==> config.mk <==
export PLATFORM = sky130hd
export DESIGN_NAME = adc_record_top
export DESIGN_NICKNAME = d
export VERILOG_FILES = /design/src/slot_cmd_pkg.sv /design/src/i2s_pkg.sv /design/src/slot_cmd_decode.sv /design/src/i2s_capture.sv /design/src/sample_fifo.sv /design/src/adc_record_top.sv
export SDC_FILE = /design/constraint.sdc
export NUM_CORES = 1
export LEC_CHECK = 0
export BUFFER_PORTS_ARGS = -buffer_cell sky130_fd_sc_hd__buf_2
export CAP_MARGIN = 5
export CELL_PAD_IN_SITES_DETAIL_PLACEMENT = 0
export CELL_PAD_IN_SITES_GLOBAL_PLACEMENT = 1
export CORE_MARGIN = 2
export CORE_UTILIZATION = 54
export CTS_CLUSTER_SIZE = 28
export DETAILED_ROUTE_END_ITERATION = 12
export PLACE_DENSITY_LB_ADDON = 0.25
export SLEW_MARGIN = 40
export SYNTH_ARGS = -nofsm -noshare
export SYNTH_HDL_FRONTEND = slang
export SYNTH_SLANG_ARGS = --single-unit
==> constraint.sdc <==
create_clock -name adc_pbck -period 4.5 [get_ports adc_pbck]
set_clock_uncertainty 0.2 [all_clocks]
set_input_delay 1.35 -clock adc_pbck [delete_from_list [all_inputs] [get_ports adc_pbck]]
set_output_delay 1.35 -clock adc_pbck [all_outputs]
set_load 0.03 [all_outputs]
==> src/slot_cmd_pkg.sv <==
package slot_cmd_pkg;

    // Width of one command byte and of the hardware control word
    localparam int CTL_WIDTH = 8;

    // Control word loaded at reset, suits the PCM1804 defaults
    localparam logic [CTL_WIDTH-1:0] HWCON_DEFAULT = 8'h51;

    // First byte of each command
    typedef enum logic [CTL_WIDTH-1:0] {
        CMD_START_RECORDING = 8'h03,
        CMD_STOP_RECORDING  = 8'h04,
        CMD_SET_ACON        = 8'h05
    } slot_opcode_t;

    // Decoder position within a command
    typedef enum logic {
        DEC_OPCODE   = 1'b0,
        // Next byte is the new hwcon value
        DEC_ACON_ARG = 1'b1
    } decode_state_t;

endpackage

==> src/i2s_pkg.sv <==
package i2s_pkg;

    // Bits captured per channel in each half frame
    localparam int SAMPLE_BITS = 24;

    // Output word, sample right aligned and zero extended
    localparam int WORD_BITS = 32;

    // Sample FIFO size and the width needed to count 0 to FIFO_DEPTH
    localparam int FIFO_DEPTH = 16;
    localparam int FIFO_COUNT_BITS = 5;

    // Bit position counter inside one LRCK half
    localparam int BIT_COUNT_BITS = 6;

    // Channel being shifted in
    typedef enum logic {
        PHASE_LEFT  = 1'b0,
        PHASE_RIGHT = 1'b1
    } capture_phase_t;

endpackage

==> src/slot_cmd_decode.sv <==
module slot_cmd_decode (
    input  logic                               adc_pbck,
    input  logic                               reset,
    input  logic                               ctl_valid,
    input  logic [slot_cmd_pkg::CTL_WIDTH-1:0] ctl_data,
    output logic                               recording,
    output logic [slot_cmd_pkg::CTL_WIDTH-1:0] hwcon
);

    slot_cmd_pkg::decode_state_t state;

    // One byte per strobe, no back-pressure on the command side
    always_ff @(posedge adc_pbck) begin
        if (reset) begin
            state     <= slot_cmd_pkg::DEC_OPCODE;
            recording <= 1'b0;
            hwcon     <= slot_cmd_pkg::HWCON_DEFAULT;
        end else if (ctl_valid) begin
            case (state)
                slot_cmd_pkg::DEC_OPCODE: begin
                    case (ctl_data)
                        slot_cmd_pkg::CMD_START_RECORDING: begin
                            recording <= 1'b1;
                        end
                        slot_cmd_pkg::CMD_STOP_RECORDING: begin
                            recording <= 1'b0;
                        end
                        slot_cmd_pkg::CMD_SET_ACON: begin
                            // Argument byte follows
                            state <= slot_cmd_pkg::DEC_ACON_ARG;
                        end
                        default: begin
                            // Unknown first byte is dropped
                            state <= slot_cmd_pkg::DEC_OPCODE;
                        end
                    endcase
                end
                slot_cmd_pkg::DEC_ACON_ARG: begin
                    hwcon <= ctl_data;
                    state <= slot_cmd_pkg::DEC_OPCODE;
                end
                default: begin
                    state <= slot_cmd_pkg::DEC_OPCODE;
                end
            endcase
        end
    end

endmodule

==> src/i2s_capture.sv <==
module i2s_capture (
    input  logic                          adc_pbck,
    input  logic                          reset,
    input  logic                          adc_plrck,
    input  logic                          adc_sdata,
    input  logic                          recording,
    input  logic                          fifo_en,
    output logic                          word_valid,
    output logic [i2s_pkg::WORD_BITS-1:0] word_data
);

    logic                              lrck_last;
    logic                              lrck_rise;
    logic                              lrck_fall;
    logic                              shifting;
    logic [1:0]                        enable_dly;
    logic                              record_active;
    i2s_pkg::capture_phase_t           phase;
    logic [i2s_pkg::BIT_COUNT_BITS-1:0] bit_count;
    logic [i2s_pkg::SAMPLE_BITS-1:0]   left_sample;
    logic [i2s_pkg::SAMPLE_BITS-1:0]   right_sample;

    // Edge is seen in the first cycle LRCK shows its new level
    assign lrck_rise = adc_plrck && !lrck_last;
    assign lrck_fall = !adc_plrck && lrck_last;

    // MSB arrives one bit clock after the LRCK change
    assign shifting = !lrck_rise && !lrck_fall && (bit_count < i2s_pkg::SAMPLE_BITS);

    // Control state
    always_ff @(posedge adc_pbck) begin
        if (reset) begin
            lrck_last     <= 1'b0;
            enable_dly    <= 2'b00;
            record_active <= 1'b0;
            phase         <= i2s_pkg::PHASE_LEFT;
            bit_count     <= '0;
            word_valid    <= 1'b0;
        end else begin
            lrck_last  <= adc_plrck;
            // Two stage delay on the record permission
            enable_dly <= {enable_dly[0], recording && fifo_en};
            word_valid <= 1'b0;

            if (lrck_fall) begin
                // Right word uses the permission of the pair it closes
                word_valid    <= record_active;
                record_active <= enable_dly[1];
                phase         <= i2s_pkg::PHASE_LEFT;
                bit_count     <= '0;
            end else if (lrck_rise) begin
                word_valid <= record_active;
                phase      <= i2s_pkg::PHASE_RIGHT;
                bit_count  <= '0;
            end else if (shifting) begin
                bit_count <= bit_count + 1'b1;
            end
        end
    end

    // Sample shift registers and output word
    always_ff @(posedge adc_pbck) begin
        if (shifting && (phase == i2s_pkg::PHASE_LEFT)) begin
            left_sample <= {left_sample[i2s_pkg::SAMPLE_BITS-2:0], adc_sdata};
        end
        if (shifting && (phase == i2s_pkg::PHASE_RIGHT)) begin
            right_sample <= {right_sample[i2s_pkg::SAMPLE_BITS-2:0], adc_sdata};
        end

        // Finished sample of the other channel, zero extended
        if (lrck_rise) begin
            word_data <= {{(i2s_pkg::WORD_BITS - i2s_pkg::SAMPLE_BITS){1'b0}}, left_sample};
        end else if (lrck_fall) begin
            word_data <= {{(i2s_pkg::WORD_BITS - i2s_pkg::SAMPLE_BITS){1'b0}}, right_sample};
        end
    end

endmodule

==> src/sample_fifo.sv <==
module sample_fifo (
    input  logic                                adc_pbck,
    input  logic                                reset,
    input  logic                                word_valid,
    input  logic [i2s_pkg::WORD_BITS-1:0]       word_data,
    output logic                                aud_valid,
    output logic [i2s_pkg::WORD_BITS-1:0]       aud_data,
    input  logic                                aud_ready,
    output logic [i2s_pkg::FIFO_COUNT_BITS-1:0] fifo_count
);

    logic [i2s_pkg::WORD_BITS-1:0]           mem [i2s_pkg::FIFO_DEPTH];
    logic [$clog2(i2s_pkg::FIFO_DEPTH)-1:0]  wr_ptr;
    logic [$clog2(i2s_pkg::FIFO_DEPTH)-1:0]  rd_ptr;
    logic                                    full;
    logic                                    do_write;
    logic                                    do_read;

    assign full = (fifo_count == i2s_pkg::FIFO_COUNT_BITS'(i2s_pkg::FIFO_DEPTH));

    // Capture cannot stall, so a word that finds the buffer full is lost
    assign do_write = word_valid && !full;
    assign do_read  = aud_valid && aud_ready;

    assign aud_valid = (fifo_count != '0);
    assign aud_data  = mem[rd_ptr];

    // Storage
    always_ff @(posedge adc_pbck) begin
        if (do_write) begin
            mem[wr_ptr] <= word_data;
        end
    end

    // Pointers wrap on their own since the depth is a power of two
    always_ff @(posedge adc_pbck) begin
        if (reset) begin
            wr_ptr     <= '0;
            rd_ptr     <= '0;
            fifo_count <= '0;
        end else begin
            if (do_write) begin
                wr_ptr <= wr_ptr + 1'b1;
            end
            if (do_read) begin
                rd_ptr <= rd_ptr + 1'b1;
            end

            case ({do_write, do_read})
                2'b10: begin
                    fifo_count <= fifo_count + 1'b1;
                end
                2'b01: begin
                    fifo_count <= fifo_count - 1'b1;
                end
                default: begin
                    // Both or neither, level unchanged
                    fifo_count <= fifo_count;
                end
            endcase
        end
    end

endmodule

==> src/adc_record_top.sv <==
module adc_record_top (
    input  logic                                adc_pbck,
    input  logic                                reset,
    input  logic                                adc_plrck,
    input  logic                                adc_sdata,
    input  logic                                fifo_en,
    input  logic                                ctl_valid,
    input  logic [slot_cmd_pkg::CTL_WIDTH-1:0]  ctl_data,
    output logic                                aud_valid,
    output logic [i2s_pkg::WORD_BITS-1:0]       aud_data,
    input  logic                                aud_ready,
    output logic [slot_cmd_pkg::CTL_WIDTH-1:0]  hwcon,
    output logic [i2s_pkg::FIFO_COUNT_BITS-1:0] fifo_count
);

    logic                          recording;
    logic                          word_valid;
    logic [i2s_pkg::WORD_BITS-1:0] word_data;

    // Command bytes set the record flag and the converter control word
    slot_cmd_decode decode (
        .adc_pbck  (adc_pbck),
        .reset     (reset),
        .ctl_valid (ctl_valid),
        .ctl_data  (ctl_data),
        .recording (recording),
        .hwcon     (hwcon)
    );

    // I2S receiver, emits left/right word pairs
    i2s_capture execute (
        .adc_pbck   (adc_pbck),
        .reset      (reset),
        .adc_plrck  (adc_plrck),
        .adc_sdata  (adc_sdata),
        .recording  (recording),
        .fifo_en    (fifo_en),
        .word_valid (word_valid),
        .word_data  (word_data)
    );

    // Buffers captured words until the reader takes them
    sample_fifo result (
        .adc_pbck   (adc_pbck),
        .reset      (reset),
        .word_valid (word_valid),
        .word_data  (word_data),
        .aud_valid  (aud_valid),
        .aud_data   (aud_data),
        .aud_ready  (aud_ready),
        .fifo_count (fifo_count)
    );

endmodule

== After elaboration in Yosys (flattened, before gate mapping) ==
Memory sizes are Yosys's and may differ from the RTL's. A register that Yosys moved wholly into a read port is not among the register bits.
Cells that the tools add are included.

* Register bits after elaboration: 107
* Output and inout port bits: 46
* Memory bits (writable): 384
* Input bits: 15
* Memories kept: 1

* Reductions and logical operators: 22
* Order comparisons: 1
* Add/sub/neg operators: 5
* Equality and inequality tests: 6
* Muxes and demuxes: 12
* Bitwise gates (word level): 2

{| class="wikitable"
|+ Memories
! memory !! words !! bits a word !! read ports !! clocked after memory_dff !! wr ports !! RTL line !! RTL
|-
| result.mem || 16 || 24 || 1 || 1 || 1 || sample_fifo.sv:12 || <nowiki>logic [i2s_pkg::WORD_BITS-1:0] mem [i2s_pkg::FIFO_DEPTH];</nowiki>
|}

{| class="wikitable"
|+ Operators by type and width
! kind !! number
|-
| $mux W24 || 2
|-
| $eq A8 B3 Y1 const B || 2
|-
| $pmux W5 S2 || 1
|-
| $logic_and A1 B1 Y1 || 9
|-
| $add A4 B1 Y4 const B || 2
|-
| $eq A8 B2 Y1 const B || 1
|-
| $mux W4 || 2
|-
| $add A6 B1 Y6 const B || 1
|-
| $lt A6 B5 Y1 const B || 1
|-
| $reduce_bool A2 Y1 || 3
|-
| $add A5 B1 Y5 const B || 1
|-
| $eq A5 B5 Y1 const B || 1
|-
| $logic_not A1 Y1 || 5
|-
| $mux W1 || 5
|-
| $reduce_bool A5 Y1 || 1
|-
| $sub A5 B1 Y5 const B || 1
|-
| $pmux W1 S2 || 2
|-
| $reduce_and A3 Y1 || 1
|-
| $reduce_or A3 Y1 || 1
|-
| $eq A2 B1 Y1 const B || 1
|-
| $eq A2 B2 Y1 const B || 1
|-
| $not A1 Y1 || 2
|-
| $reduce_and A2 Y1 || 1
|-
| $reduce_or A2 Y1 || 1
|}

== Longest topological paths before layout ==
Gate-level depths: netlist (run 1).

* Depth after elaboration: 6
* Depth in mapped cells: 12
* Gate-level depth less buffers: 10

== Hierarchy ==
A second synthesis (run 1) with hierarchy kept.

* Cell total of the unflattened synthesis: 1,036
* Area total of the unflattened synthesis: 23,632.7 um2

{| class="wikitable"
|+ Modules (own cells, without submodules)
! module !! area an instance (um2) !! instances !! cells each !! sequential area each (um2)
|-
| sample_fifo || 20,191.9 || 1 || 827 || 15,715.1
|-
| i2s_capture || 3,021.6 || 1 || 161 || 2,402.3
|-
| slot_cmd_decode || 419.2 || 1 || 48 || 200.2
|}

== Worst setup path after synthesis (run 1) ==
Ideal clock, no wire load.

* Path kind: input to register
* From: input adc_plrck
* To: register execute.left_sample[0] (netlist bit), enable pin
* Buffers on the path: 0
* Arrival: 3.220 ns
* Setup slack: 0.673 ns
* Stages: 5
* Required time: 3.893 ns
* Path through: inv_1 > ha_1 > nor2b_1 > and2_1 > nor2b_1

* Word-level cells in the longest chain between the ends: 6
* Elaborated cells on any way between the ends: 8
* Those cells by class: reduce/logical (8)

{| class="wikitable"
|+ RTL lines
! what !! RTL line !! RTL
|-
| from (decl) || adc_record_top.sv:4 || <nowiki>input logic adc_plrck,</nowiki>
|-
| $logic_not A1 Y1 || i2s_capture.sv:25 || <nowiki>assign lrck_fall = !adc_plrck && lrck_last;</nowiki>
|-
| $logic_and A1 B1 Y1 || i2s_capture.sv:25 ||
|-
| $logic_not A1 Y1 || i2s_capture.sv:28 || <nowiki>assign shifting = !lrck_rise && !lrck_fall && (bit_count < i2s_pkg::SAMPLE_BITS);</nowiki>
|-
| $logic_and A1 B1 Y1 * (2 in a row) || i2s_capture.sv:28 ||
|-
| $logic_and A1 B1 Y1 * || i2s_capture.sv:63 || <nowiki>if (shifting && (phase == i2s_pkg::PHASE_LEFT)) begin</nowiki>
|-
| to (signal assigned) || i2s_capture.sv:64 || <nowiki>left_sample <= {left_sample[i2s_pkg::SAMPLE_BITS-2:0], adc_sdata};</nowiki>
|-
| to (decl) || i2s_capture.sv:20 || <nowiki>logic [i2s_pkg::SAMPLE_BITS-1:0] left_sample;</nowiki>
|}

Mark *: on every way between the ends. The rest lies on a longest branch, timed or not.
A chain may end at the register's enable or synchronous reset.

==> results by group, run 1 <==
Run status
  • Status: finished clean

Routing
  • DR iter-0 viols: 946
  • Final ANT Viol Nets: 0
  • Residual DRC count: 0
  • 1st-pass router iterations: 7
  • Vias/cell: 5.92
  • Wirelength per Cell: approximately 25 µm
  • Routed vias: between 8000 and 9000
  • Drt total wl: approximately 37 mm

Final layout
  • Area Growth Syn to Fin: 14.7%
  • Finished Layout Cells: 1502
  • Area occupied by multi-input gates: 4060 µm²
  • N_diodes: 0
  • FF/Latch Area: 14500 µm²
  • Fillers: about 2400
  • Share of layout cells above drive strength 1: 29.6%
  • Final net count: 1034

STA
  • Least-Margin Pin Slew: 0.830 ns
  • Setup TNS Final: 0 ns
  • RSZ-0062 raised after global routing: false
  • Minimum clock period: 4.07 ns
  • Final Max Tran Viols: 0
  • Setup Viol. Count Final: 0
  • Tcrit/Tclk final: 90.4%
  • Hold Violations, Final: 0
  • Max Freq: 0.246 GHz
  • Slew headroom: 44.5%

Job
  • MaxCap Viol Count: 0

Yosys
  • Top_reg_cell synth: edfxtp_1
  • Asr flop ratio synth: 0%
  • Post-synthesis cell area: 18700 µm²
  • Post-Synthesis Cells: about 920
  • Sequential-to-total area share from yosys stat: 77.3%
  • Distinct cells, synth: 46
  • Post-synthesis register bit count: 495
  • EDFF count, synth: around 460
  • Mean Syn Cell Area: 20.5 µm²
  • Synth warn: 0

Critical path
  • Reg2Reg Setup Slack: 1.29 ns
  • Startpoint types: flop
  • R2R depth: 10
  • CP Max Fanout: 33
  • Worst r2r src: result.fifo_count[2]$_SDFFE_PP0P_
  • RR Endpoint: result.fifo_count[4]$_SDFFE_PP0P_
  • Worst setup path category: flop to primary output
  • CP Data Required Time: 2.95 ns
  • Kind of end point of the critical path: primary output
  • Crit path DAT: 2.52 ns

Floorplanning
  • Die area: 36200 µm²
  • DIE HEIGHT: ~190 µm
  • Boundary pin count: 61
  • FP Rows: 68
  • Core area: 34400 µm²
  • Initial Utilization: 54.5%
  • Die Width: 190 µm

Placed design
  • Routability Congestion: ~0.72
  • Hpwl dp: about 21 mm
  • Port bufs: 52
  • Placed Cells: ~1400

Global routing
  • Antenna violations before repair: 0
  • Largest net degree at the start of global routing: 37
  • Vias in the first global route: 9038
  • GR Overflow Total: 0
  • First-pass GRT wire length: 56.2 mm
  • GRT Overall Usage: 21.3%

Clock network
  • CTS resizes: 0
  • TritonCTS Sinks: 495
  • # Post-CTS Setup Buffers: 0
  • Clk_lat worst skew: 0.55 ns
  • Total CTS buffers: 49
  • CTS Hold Bufs: 0
  • Clock slew at reported path FFs: 0.06 ns
  • H-tree depth: 2
  • Root Driver: clkbuf_16
  • CTS Buffer Depth: 3
  • CTS tree: built

Min path
  • Tightest Hold Check Type: flop to flop
  • Depth of the worst hold-timing path: 2
  • Hold_sp: execute.bit_count[5]$_SDFFE_PP0P_
  • Hold Crit Endpoint: execute.bit_count[5]$_SDFFE_PP0P_

Power
  • Leak: between 6 and 7 nW
  • PD cells: 438 nW/µm²
  • Max IR drop VDD: between 300 and 400 µV
[layout by cell type (no fill, tap or decap), types with 6 or more instances in the layout]
master     instances
edfxtp_1         456
mux4_2            96
buf_2             52
clkbuf_16         51
a22oi_1           48
nand2_1           48
dfxtp_1           37
nor2_1            27
mux2_2            24
buf_4             23
nor2_4            12
ha_1              12
inv_1             11
clkbuf_1          11
a21oi_1           10
xor2_1             9
conb_1             8
clkinv_2           8
buf_8              7
clkinv_1           6
[through the flow]
stage | hold WS [ns] | instance area [µm²] | power, mW | utilization [%] | setup slack (ns)
detailed placement | 0.220 | 19800 | 5.44 | 57.7 | 0.929
floorplan | 0.209 | 18800 | 5.37 | - | 0.673
CTS | 0.229 | 21500 | 9.49 | 62.4 | 0.363
global route | 0.243 | 21500 | 9.70 | 62.5 | 0.237
finish | 0.230 | 21500 | 9.42 | 62.5 | 0.431
global placement | 0.219 | 19700 | 5.44 | 57.2 | 0.964
[synth_stat cells (all sizes together), types with 2 or more instances]
master | number | area [µm²]
edfxtp | 456 | 13700
mux4 | 96 | 2160
a22oi | 48 | 360
nand2 | 48 | 180
nor2 | 40 | 150
dfxtp | 39 | 781
clkbuf | 29 | 109
buf | 26 | 190
mux2 | 25 | 282
ha | 12 | 150
inv | 11 | 41.3
a21oi | 10 | 50.1
xor2 | 9 | 78.8
nor3 | 6 | 30.0
and3 | 5 | 31.3
mux2i | 5 | 50.1
nor2b | 5 | 31.3
o211ai | 5 | 51.3
and2 | 4 | 25.0
nand3b | 4 | 30.0
nand2b | 3 | 18.8
nor4 | 3 | 18.8
o21ai | 3 | 26.3
xnor2 | 3 | 26.3
a31oi | 2 | 12.5
nor3b | 2 | 15.0
or3 | 2 | 12.5
or4 | 2 | 18.8
[registers in the layout (all words and copies together) (netlist names), named ones only]
register	count
result.mem	384
execute.left_sample	24
execute.right_sample	24
execute.word_data	24
decode.hwcon	8
execute.bit_count	6
result.fifo_count	5
result.rd_ptr	4
result.wr_ptr	4
execute.enable_dly	2
decode.recording	1
decode.state	1
execute.lrck_last	1
execute.phase	1
execute.record_active	1
execute.word_valid	1
[layout make-up]
type,instances,share of cell area [%]
timing repair buffer,89,3.26
sequential,495,67.4
inverter,11,0.192
tap,455,2.65
multi-input combinational,361,18.9
clock inverter,26,1.29
clock buffer,65,6.32
[how the worst max path moves through the flow]
stage              start  slack (ns)                           endpoint
2_1_floorplan  adc_plrck        0.67   execute.left_sample[0]$_DFFE_PP_
3_3_place_gp   aud_ready        0.96  result.fifo_count[4]$_SDFFE_PP0P_
3_5_place_dp   aud_ready        0.93  result.fifo_count[4]$_SDFFE_PP0P_
4_1_cts             flop        0.36                       aud_data[17]
5_1_grt             flop        0.24                       aud_data[17]
6_report            flop        0.43                       aud_data[17]
[logic make-up after synthesis]
kind of cell    count (synthesis)  synth area share (%)
simple gates                  131                  3.33
flops                         495                  77.3
compound gates                 72                  2.86
xor+xnor                       12                 0.561
other cells                     1                0.0200
fa+ha+maj                      12                 0.802
buf+inv                        66                  1.82
mux                           126                  13.3
[metal layers]
metal	vias up	part of all wire [%]	global-route usage, %
met5	-	0	0
met4	0	1.9	5.87
met3	58	5.4	2.74
met2	270	50	35.6
met1	4677	42	30.0
li1	3888	-	-
[worst max-delay path: stages, from the launching register on]
cell	delay (ns)
dfxtp_4	0.51
buf_12	0.31
mux4_2	0.54
a22oi_1	0.21
nand2_1	0.15
buf_2	0.21
[power breakdown]
group          internal [mW]  total [mW]  switching, mW  leakage, nW
registers               5.14        5.25          0.104         4.45
logic                 0.0342      0.0984         0.0642         1.71
clock network           2.42        4.07           1.65        0.791
total                   7.60        9.42           1.82         6.95
No activity file was read; power rests on OpenSTA's default activity.
==> run 2: changes to the inputs <==
PLACE_DENSITY_LB_ADDON = 0.05   (was 0.25)
clock period = 4.1 ns   (was 4.5 ns; I/O delays follow)
==> run 2 against run 1 <==
Sequential share of layout area up 0.87 points. Flip-flop and latch count is the same. Worst setup slack worse by 0.23 ns. Hold slack lost 0.0019 ns. Critical path depth did not move. Cell count is 0.47% lower. Critical endpoint is now aud_data[15]. Largest cell class unchanged.
==> results by group, run 2 (synthesis gave the netlist of run 1 again) <==
Critical path
  • Slowest cell on crit path: dfxtp_4
  • Reg2Reg Setup Slack: 0.86 ns
  • Kind of end point of the critical path: primary output
  • Worst-path cell chain: buf_12 > mux4_2 > a22oi_1 > nand2_1 > buf_2
  • R2R depth: 10
  • Worst path max stage delay: roughly 0.64 ns
  • Worst r2r src: result.fifo_count[1]$_SDFFE_PP0P_
  • Startpoint types: flop
  • Crit path DAT: 2.47 ns
  • RR Endpoint: result.fifo_count[4]$_SDFFE_PP0P_
  • CP Data Required Time: 2.67 ns
  • Worst setup path category: flop to primary output
  • CP Max Fanout: 48

Power
  • Switching power: 1.95 mW
  • Clock power share: 42.8%
  • Total power: between 10 and 15 mW
  • Max IR drop VDD: 285 µV
  • Register share of total power: ~56%
  • P_int: 8.33 mW
  • Leak: a little under 7 nW
  • PD cells: about 480 nW/µm²
  • Comb pwr share: 1.2%
  • Switching Fraction: 18.9%

Placed design
  • Port bufs: 52
  • Area post-placement: 19600 µm²
  • Routability Congestion: 0.736
  • Hpwl dp: 20.9 mm
  • DP Worst Slack: between 0.6 and 0.7 ns

Floorplanning
  • Boundary pin count: 61
  • Die Width: roughly 190 µm
  • Initial Utilization: a little over half
  • Core area: 34400 µm²
  • DIE HEIGHT: between 150 and 200 µm
  • Die area: 36200 µm²
  • FP Rows: 68

Min path
  • Depth of the worst hold-timing path: 2
  • Hold_sp: execute.bit_count[5]$_SDFFE_PP0P_
  • Hold Crit Endpoint: execute.bit_count[5]$_SDFFE_PP0P_
  • Tightest Hold Check Type: flop to flop

Routing
  • Residual DRC count: 0
  • 1st-pass router iterations: 5
  • Vias/cell: 5.93
  • Routed vias: 8866
  • Wirelength per Cell: approximately 26 µm
  • Final ANT Viol Nets: 0
  • Drt total wl: 38.2 mm
  • DR iter-0 viols: 530

STA
  • Final Max Tran Viols: 0
  • Setup TNS Final: 0 ns
  • Fin worst setup slack: ~0.20 ns
  • Slew headroom: 60.5%
  • Hold Violations, Final: 0
  • Tcrit/Tclk final: between 90% and 100%
  • RSZ-0062 raised after global routing: false
  • Least-Margin Pin Slew: a little under 0.6 ns
  • Max Freq: between 0.2 and 0.3 GHz
  • Setup Viol. Count Final: 0
  • Minimum clock period: between 3 and 4 ns

Clock network
  • Clk_lat worst skew: 0.54 ns
  • CTS tree: built
  • Clock slew at reported path FFs: 0.06 ns
  • CTS Hold Bufs: 0
  • CTS resizes: 0
  • TritonCTS Sinks: 495
  • Total CTS buffers: 49
  • CTS Buffer Depth: 3
  • # Post-CTS Setup Buffers: 0
  • H-tree depth: 2
  • Root Driver: clkbuf_16

Job
  • MaxCap Viol Count: 0

Final layout
  • Share of layout cells above drive strength 1: around 28%
  • N_diodes: 0
  • Largest Register: result.mem
  • Commonest non-fill, non-tap cell in the layout: edfxtp_1
  • Final net count: between 1000 and 1500
  • Commonest non-fill, non-tap cells in the layout: edfxtp_1 (456), mux4_2 (96), buf_2 (52)
  • Fin area: 21200 µm²
  • Area occupied by multi-input gates: 4000 µm²
  • Max reg flops: 384
  • Fillers: 2412
  • Area Growth Syn to Fin: 13.3%
  • FF/Latch Area: 14500 µm²

Global routing
  • Antenna violations before repair: 0
  • GR Overflow Total: 0
  • Vias in the first global route: 9365
  • Largest net degree at the start of global routing: 53
  • First-pass GRT wire length: 57.1 mm
  • GRT Overall Usage: between 20% and 30%

Run status
  • Status: finished clean
[run 2: cell count changes in the layout (fill, tap and decap cells not counted), moves of 3 or more]
cell and change:
buf_4 +5, clkbuf_1 +4, nor2_4 -12, buf_16 -3
clkinvlp_4 -4, clkinv_1 +5, nor2_2 +12, buf_8 -7
clkbuf_8 -3
[run 2: layer usage]
metal  up-vias  routed length, µm  GRT usage [%]
met5         -                  0              0
met4         0                601           5.43
met3        45               1700           2.85
met2       255              20100           38.5
met1      4710              15700           28.9
li1       3856                  -              -
[run 2: stage by stage]
stage / hold WS [ns] / util (%) / std cells
final: 0.228 / 61.7 / 1495
after global placement: 0.216 / 57.1 / 1405
after floorplan: 0.209 / - / 922
after detailed placement: 0.219 / 57.1 / 1405
after CTS: 0.228 / 61.7 / 1495
after global routing: 0.239 / 61.7 / 1495
[run 2: layout make-up]
class,instances,share of cell area [%]
clock buffers,66,6.28
clock inverters,24,1.23
inverters,11,0.195
multi-input cells,361,18.8
flip-flops and latches,495,68.3
well taps,455,2.68
repair buffers,83,2.50
[run 2: worst max-delay path by stage]
stage	startpoint	end	slack [ns]	depth (start not counted)
3_5_place_dp	aud_ready	result.fifo_count[4]$_SDFFE_PP0P_	0.62	10
2_1_floorplan	result.fifo_count[2]$_SDFFE_PP0P_	result.mem[0][0]$_DFFE_PP_	0.39	5
3_3_place_gp	aud_ready	result.fifo_count[4]$_SDFFE_PP0P_	0.69	10
6_report	flop	aud_data[15]	0.20	5
4_1_cts	flop	aud_data[15]	0.12	5
5_1_grt	flop	aud_data[15]	0.08	5
[run 2: worst max-delay path, delay by kind of cell (launching register included)]
family,cells,cell delay (ns)
mux,1,0.35
simple gates,1,0.14
buf+inv,2,0.55
flops,1,0.64
compound gates,1,0.24
[run 2: power by group through the flow]
| stage | Clock [mW] | Combinational (mW) | Sequential [mW] |
|---|---|---|---|
| final | 4.40 | 0.121 | 5.76 |
| after CTS | 4.50 | 0.121 | 5.76 |
| after detailed placement | 0 | 0.121 | 5.86 |
| after global placement | 0 | 0.118 | 5.84 |
| after global routing | 4.69 | 0.130 | 5.77 |
| after floorplan | 0 | 0.0789 | 5.82 |
==> run 3: changes to the inputs <==
ABC_AREA = 1   (was default)
CORE_UTILIZATION = 51   (was 54)
RECOVER_POWER = 100   (was default)
==> run 3 against run 2 <==
The flow now finishes with violations (max-capacitance violations, max-slew violations). Cell area is 4.6% higher. Hold slack worse by 0.026 ns. Flip-flop and latch count unchanged. First-iteration DRC count up 66%. Maximum frequency is 2.1% higher. Critical path depth grew 1. Synthesized cell count rose by 77%. Worst setup slack better by 0.080 ns. Die area is 12% higher. Sequential power grew 3%. Critical endpoint is now aud_data[11]. Highest routed layer unchanged.
==> results by group, run 3 <==
Clock network
  • CTS Buffer Depth: 3
  • CTS resizes: 0
  • Clock slew at reported path FFs: around 0.06 ns
  • Clk_lat worst skew: 0.57 ns
  • Root Driver: clkbuf_16
  • TritonCTS Sinks: 495
  • CTS Hold Bufs: 0
  • H-tree depth: 2
  • CTS tree: built
  • Total CTS buffers: 50
  • # Post-CTS Setup Buffers: 0

STA
  • Hold Violations, Final: 0
  • Setup Viol. Count Final: 0
  • Minimum clock period: 3.82 ns
  • Max Freq: 0.262 GHz
  • RSZ-0062 raised after global routing: false
  • Least-Margin Pin Slew: 1.86 ns
  • Slew headroom: -24.3%
  • Final Max Tran Viols: 40
  • Setup TNS Final: 0 ns
  • Tcrit/Tclk final: 93.2%

Floorplanning
  • Initial Utilization: 51.5%
  • FP Rows: between 70 and 80
  • Boundary pin count: slightly above 60
  • DIE HEIGHT: about 200 µm
  • Die Width: 201 µm
  • Core area: 38600 µm²
  • Die area: 40600 µm²

Critical path
  • Startpoint types: flop
  • Kind of end point of the critical path: primary output
  • Worst r2r src: result.fifo_count[1]$_SDFFE_PP0P_
  • CP Max Fanout: 40
  • Worst setup path category: flop to primary output
  • Crit path DAT: 2.39 ns
  • CP Data Required Time: around 2.7 ns

Placed design
  • Routability Congestion: 0.742
  • Hpwl dp: 22.9 mm
  • Area post-placement: 20800 µm²
  • Port bufs: 52

Routing
  • Drt total wl: approximately 44 mm
  • Vias/cell: 5.33
  • Wirelength per Cell: 19.8 µm
  • DR iter-0 viols: between 800 and 900
  • 1st-pass router iterations: 5
  • Residual DRC count: 0
  • Routed vias: 11895
  • Final ANT Viol Nets: 0

Yosys
  • Distinct cells, synth: 25
  • Synth top area cells: edfxtp_1 (69%), nand2_1 (4.5%), inv_1 (4.4%), dfxtp_1 (3.9%), nand3_1 (3.9%)
  • EDFF count, synth: 456
  • Mean Syn Cell Area: 12.3 µm²
  • Largest area contributor in the netlist: edfxtp_1
  • Post-synthesis register bit count: between 400 and 500
  • Synth warn: 0
  • Sequential-to-total area share from yosys stat: between 70 and 80%
  • Synth cell count leaders: edfxtp_1 (456), nand2_1 (238), inv_1 (234)
  • Asr flop ratio synth: 0%
  • Most common cell in the synthesized netlist: edfxtp_1
  • Post-synthesis cell area: 19900 µm²
  • Top_reg_cell synth: edfxtp_1
  • Post-Synthesis Cells: 1621
  • Yosys top cell area share: 68.9%

Global routing
  • GRT Overall Usage: 22.2%
  • GR Overflow Total: 0
  • Vias in the first global route: 11431
  • First-pass GRT wire length: 67.8 mm
  • Largest net degree at the start of global routing: about 160
  • Antenna violations before repair: 1

Power
  • Leak: 8.02 nW
  • Max IR drop VDD: approximately 450 µV
  • PD cells: 579 nW/µm²

Final layout
  • Largest Register: result.mem
  • Share of layout cells above drive strength 1: 8.00%
  • Area occupied by multi-input gates: 4130 µm²
  • Commonest non-fill, non-tap cell in the layout: edfxtp_1
  • Max reg flops: ~380
  • Commonest non-fill, non-tap cells in the layout: edfxtp_1 (456), nand2_1 (238), inv_1 (233)
  • Fillers: 3234
  • Area Growth Syn to Fin: 11.6%
  • Final net count: 1700
  • FF/Latch Area: approximately 14000 µm²
  • Fin area: about 22000 µm²

Run status
  • Status: finished with violations
  • Failing checks: max-capacitance violations, max-slew violations

Min path
  • Tightest Hold Check Type: flop to flop
  • Hold_sp: execute.enable_dly[0]$_SDFF_PP0_

Job
  • MaxCap Viol Count: 2
run 3: critical path: stages (launching register included):
cell and delay, ns:
dfxtp_4 0.71, buf_4 0.34, o211ai_1 0.12, nand3_1 0.11, nand3_1 0.10, nand2_1 0.11, clkbuf_1 0.31
run 3: logic make-up (layout without fill, tap and decap cells):
| kind of cell | count (synthesis) | after routing | synth area share, % |
|---|---|---|---|
| adder cells (fa/ha/maj) | 12 | 12 | 0.755 |
| AND/OR/NAND/NOR | 448 | 448 | 9.52 |
| buffers and inverters | 329 | 413 | 7.05 |
| other | 1 | 9 | 0.0189 |
| AO/OA/AOI/OAI | 330 | 330 | 9.57 |
| flip-flops | 495 | 495 | 72.8 |
| XOR/XNOR | 6 | 6 | 0.264 |
run 3: cell type report:
type / count / share of cell area (%)
diodes: 1 / 0.0113
clock buffers: 64 / 5.97
clock inverters: 27 / 0.841
inverters: 236 / 3.99
multi-input cells: 804 / 18.6
flip-flops and latches: 495 / 65.3
well taps: 518 / 2.92
repair buffers: 86 / 2.34
run 3: path summary, 6_finish.rpt:
| kind | to | slack (ns) | depth (start not counted) |
|---|---|---|---|
| hold / removal | execute.enable_dly[1]$_SDFF_PP0_ | 0.20 | 2 |
| setup / recovery | aud_data[11] | 0.28 | 6 |
| setup reg to reg | result.mem[2][14]$_DFFE_PP_ | 0.45 | 7 |
| hold reg to reg | execute.enable_dly[1]$_SDFF_PP0_ | 0.20 | 2 |
run 3: stage by stage:
step	util, %	std cells	power [mW]	hold slack (ns)	worst slack, ns
CTS	57.8	2230	13.0	0.207	0.359
finish	57.5	2231	12.9	0.202	0.280
global placement	53.9	2138	8.72	0.193	0.970
global route	57.5	2230	13.5	0.217	0.0975
detailed placement	53.9	2139	8.75	0.199	0.944
floorplan	-	1628	8.08	0.188	0.681
run 3: power by group:
group / switching, mW / internal (mW) / total [mW]
Combinational: 1.82 / 0.832 / 2.66
Clock: 1.86 / 2.40 / 4.26
Sequential: 0.227 / 5.71 / 5.94
Total: 3.91 / 8.94 / 12.9
run 3: layer usage:
metal | vias up | global-route usage [%] | part of all wire (%)
met5 | - | 0 | 0
met4 | 0 | 6.85 | 2.2
met3 | 72 | 3.39 | 5.2
met2 | 278 | 35.2 | 47
met1 | 5789 | 32.0 | 46
li1 | 5756 | - | -
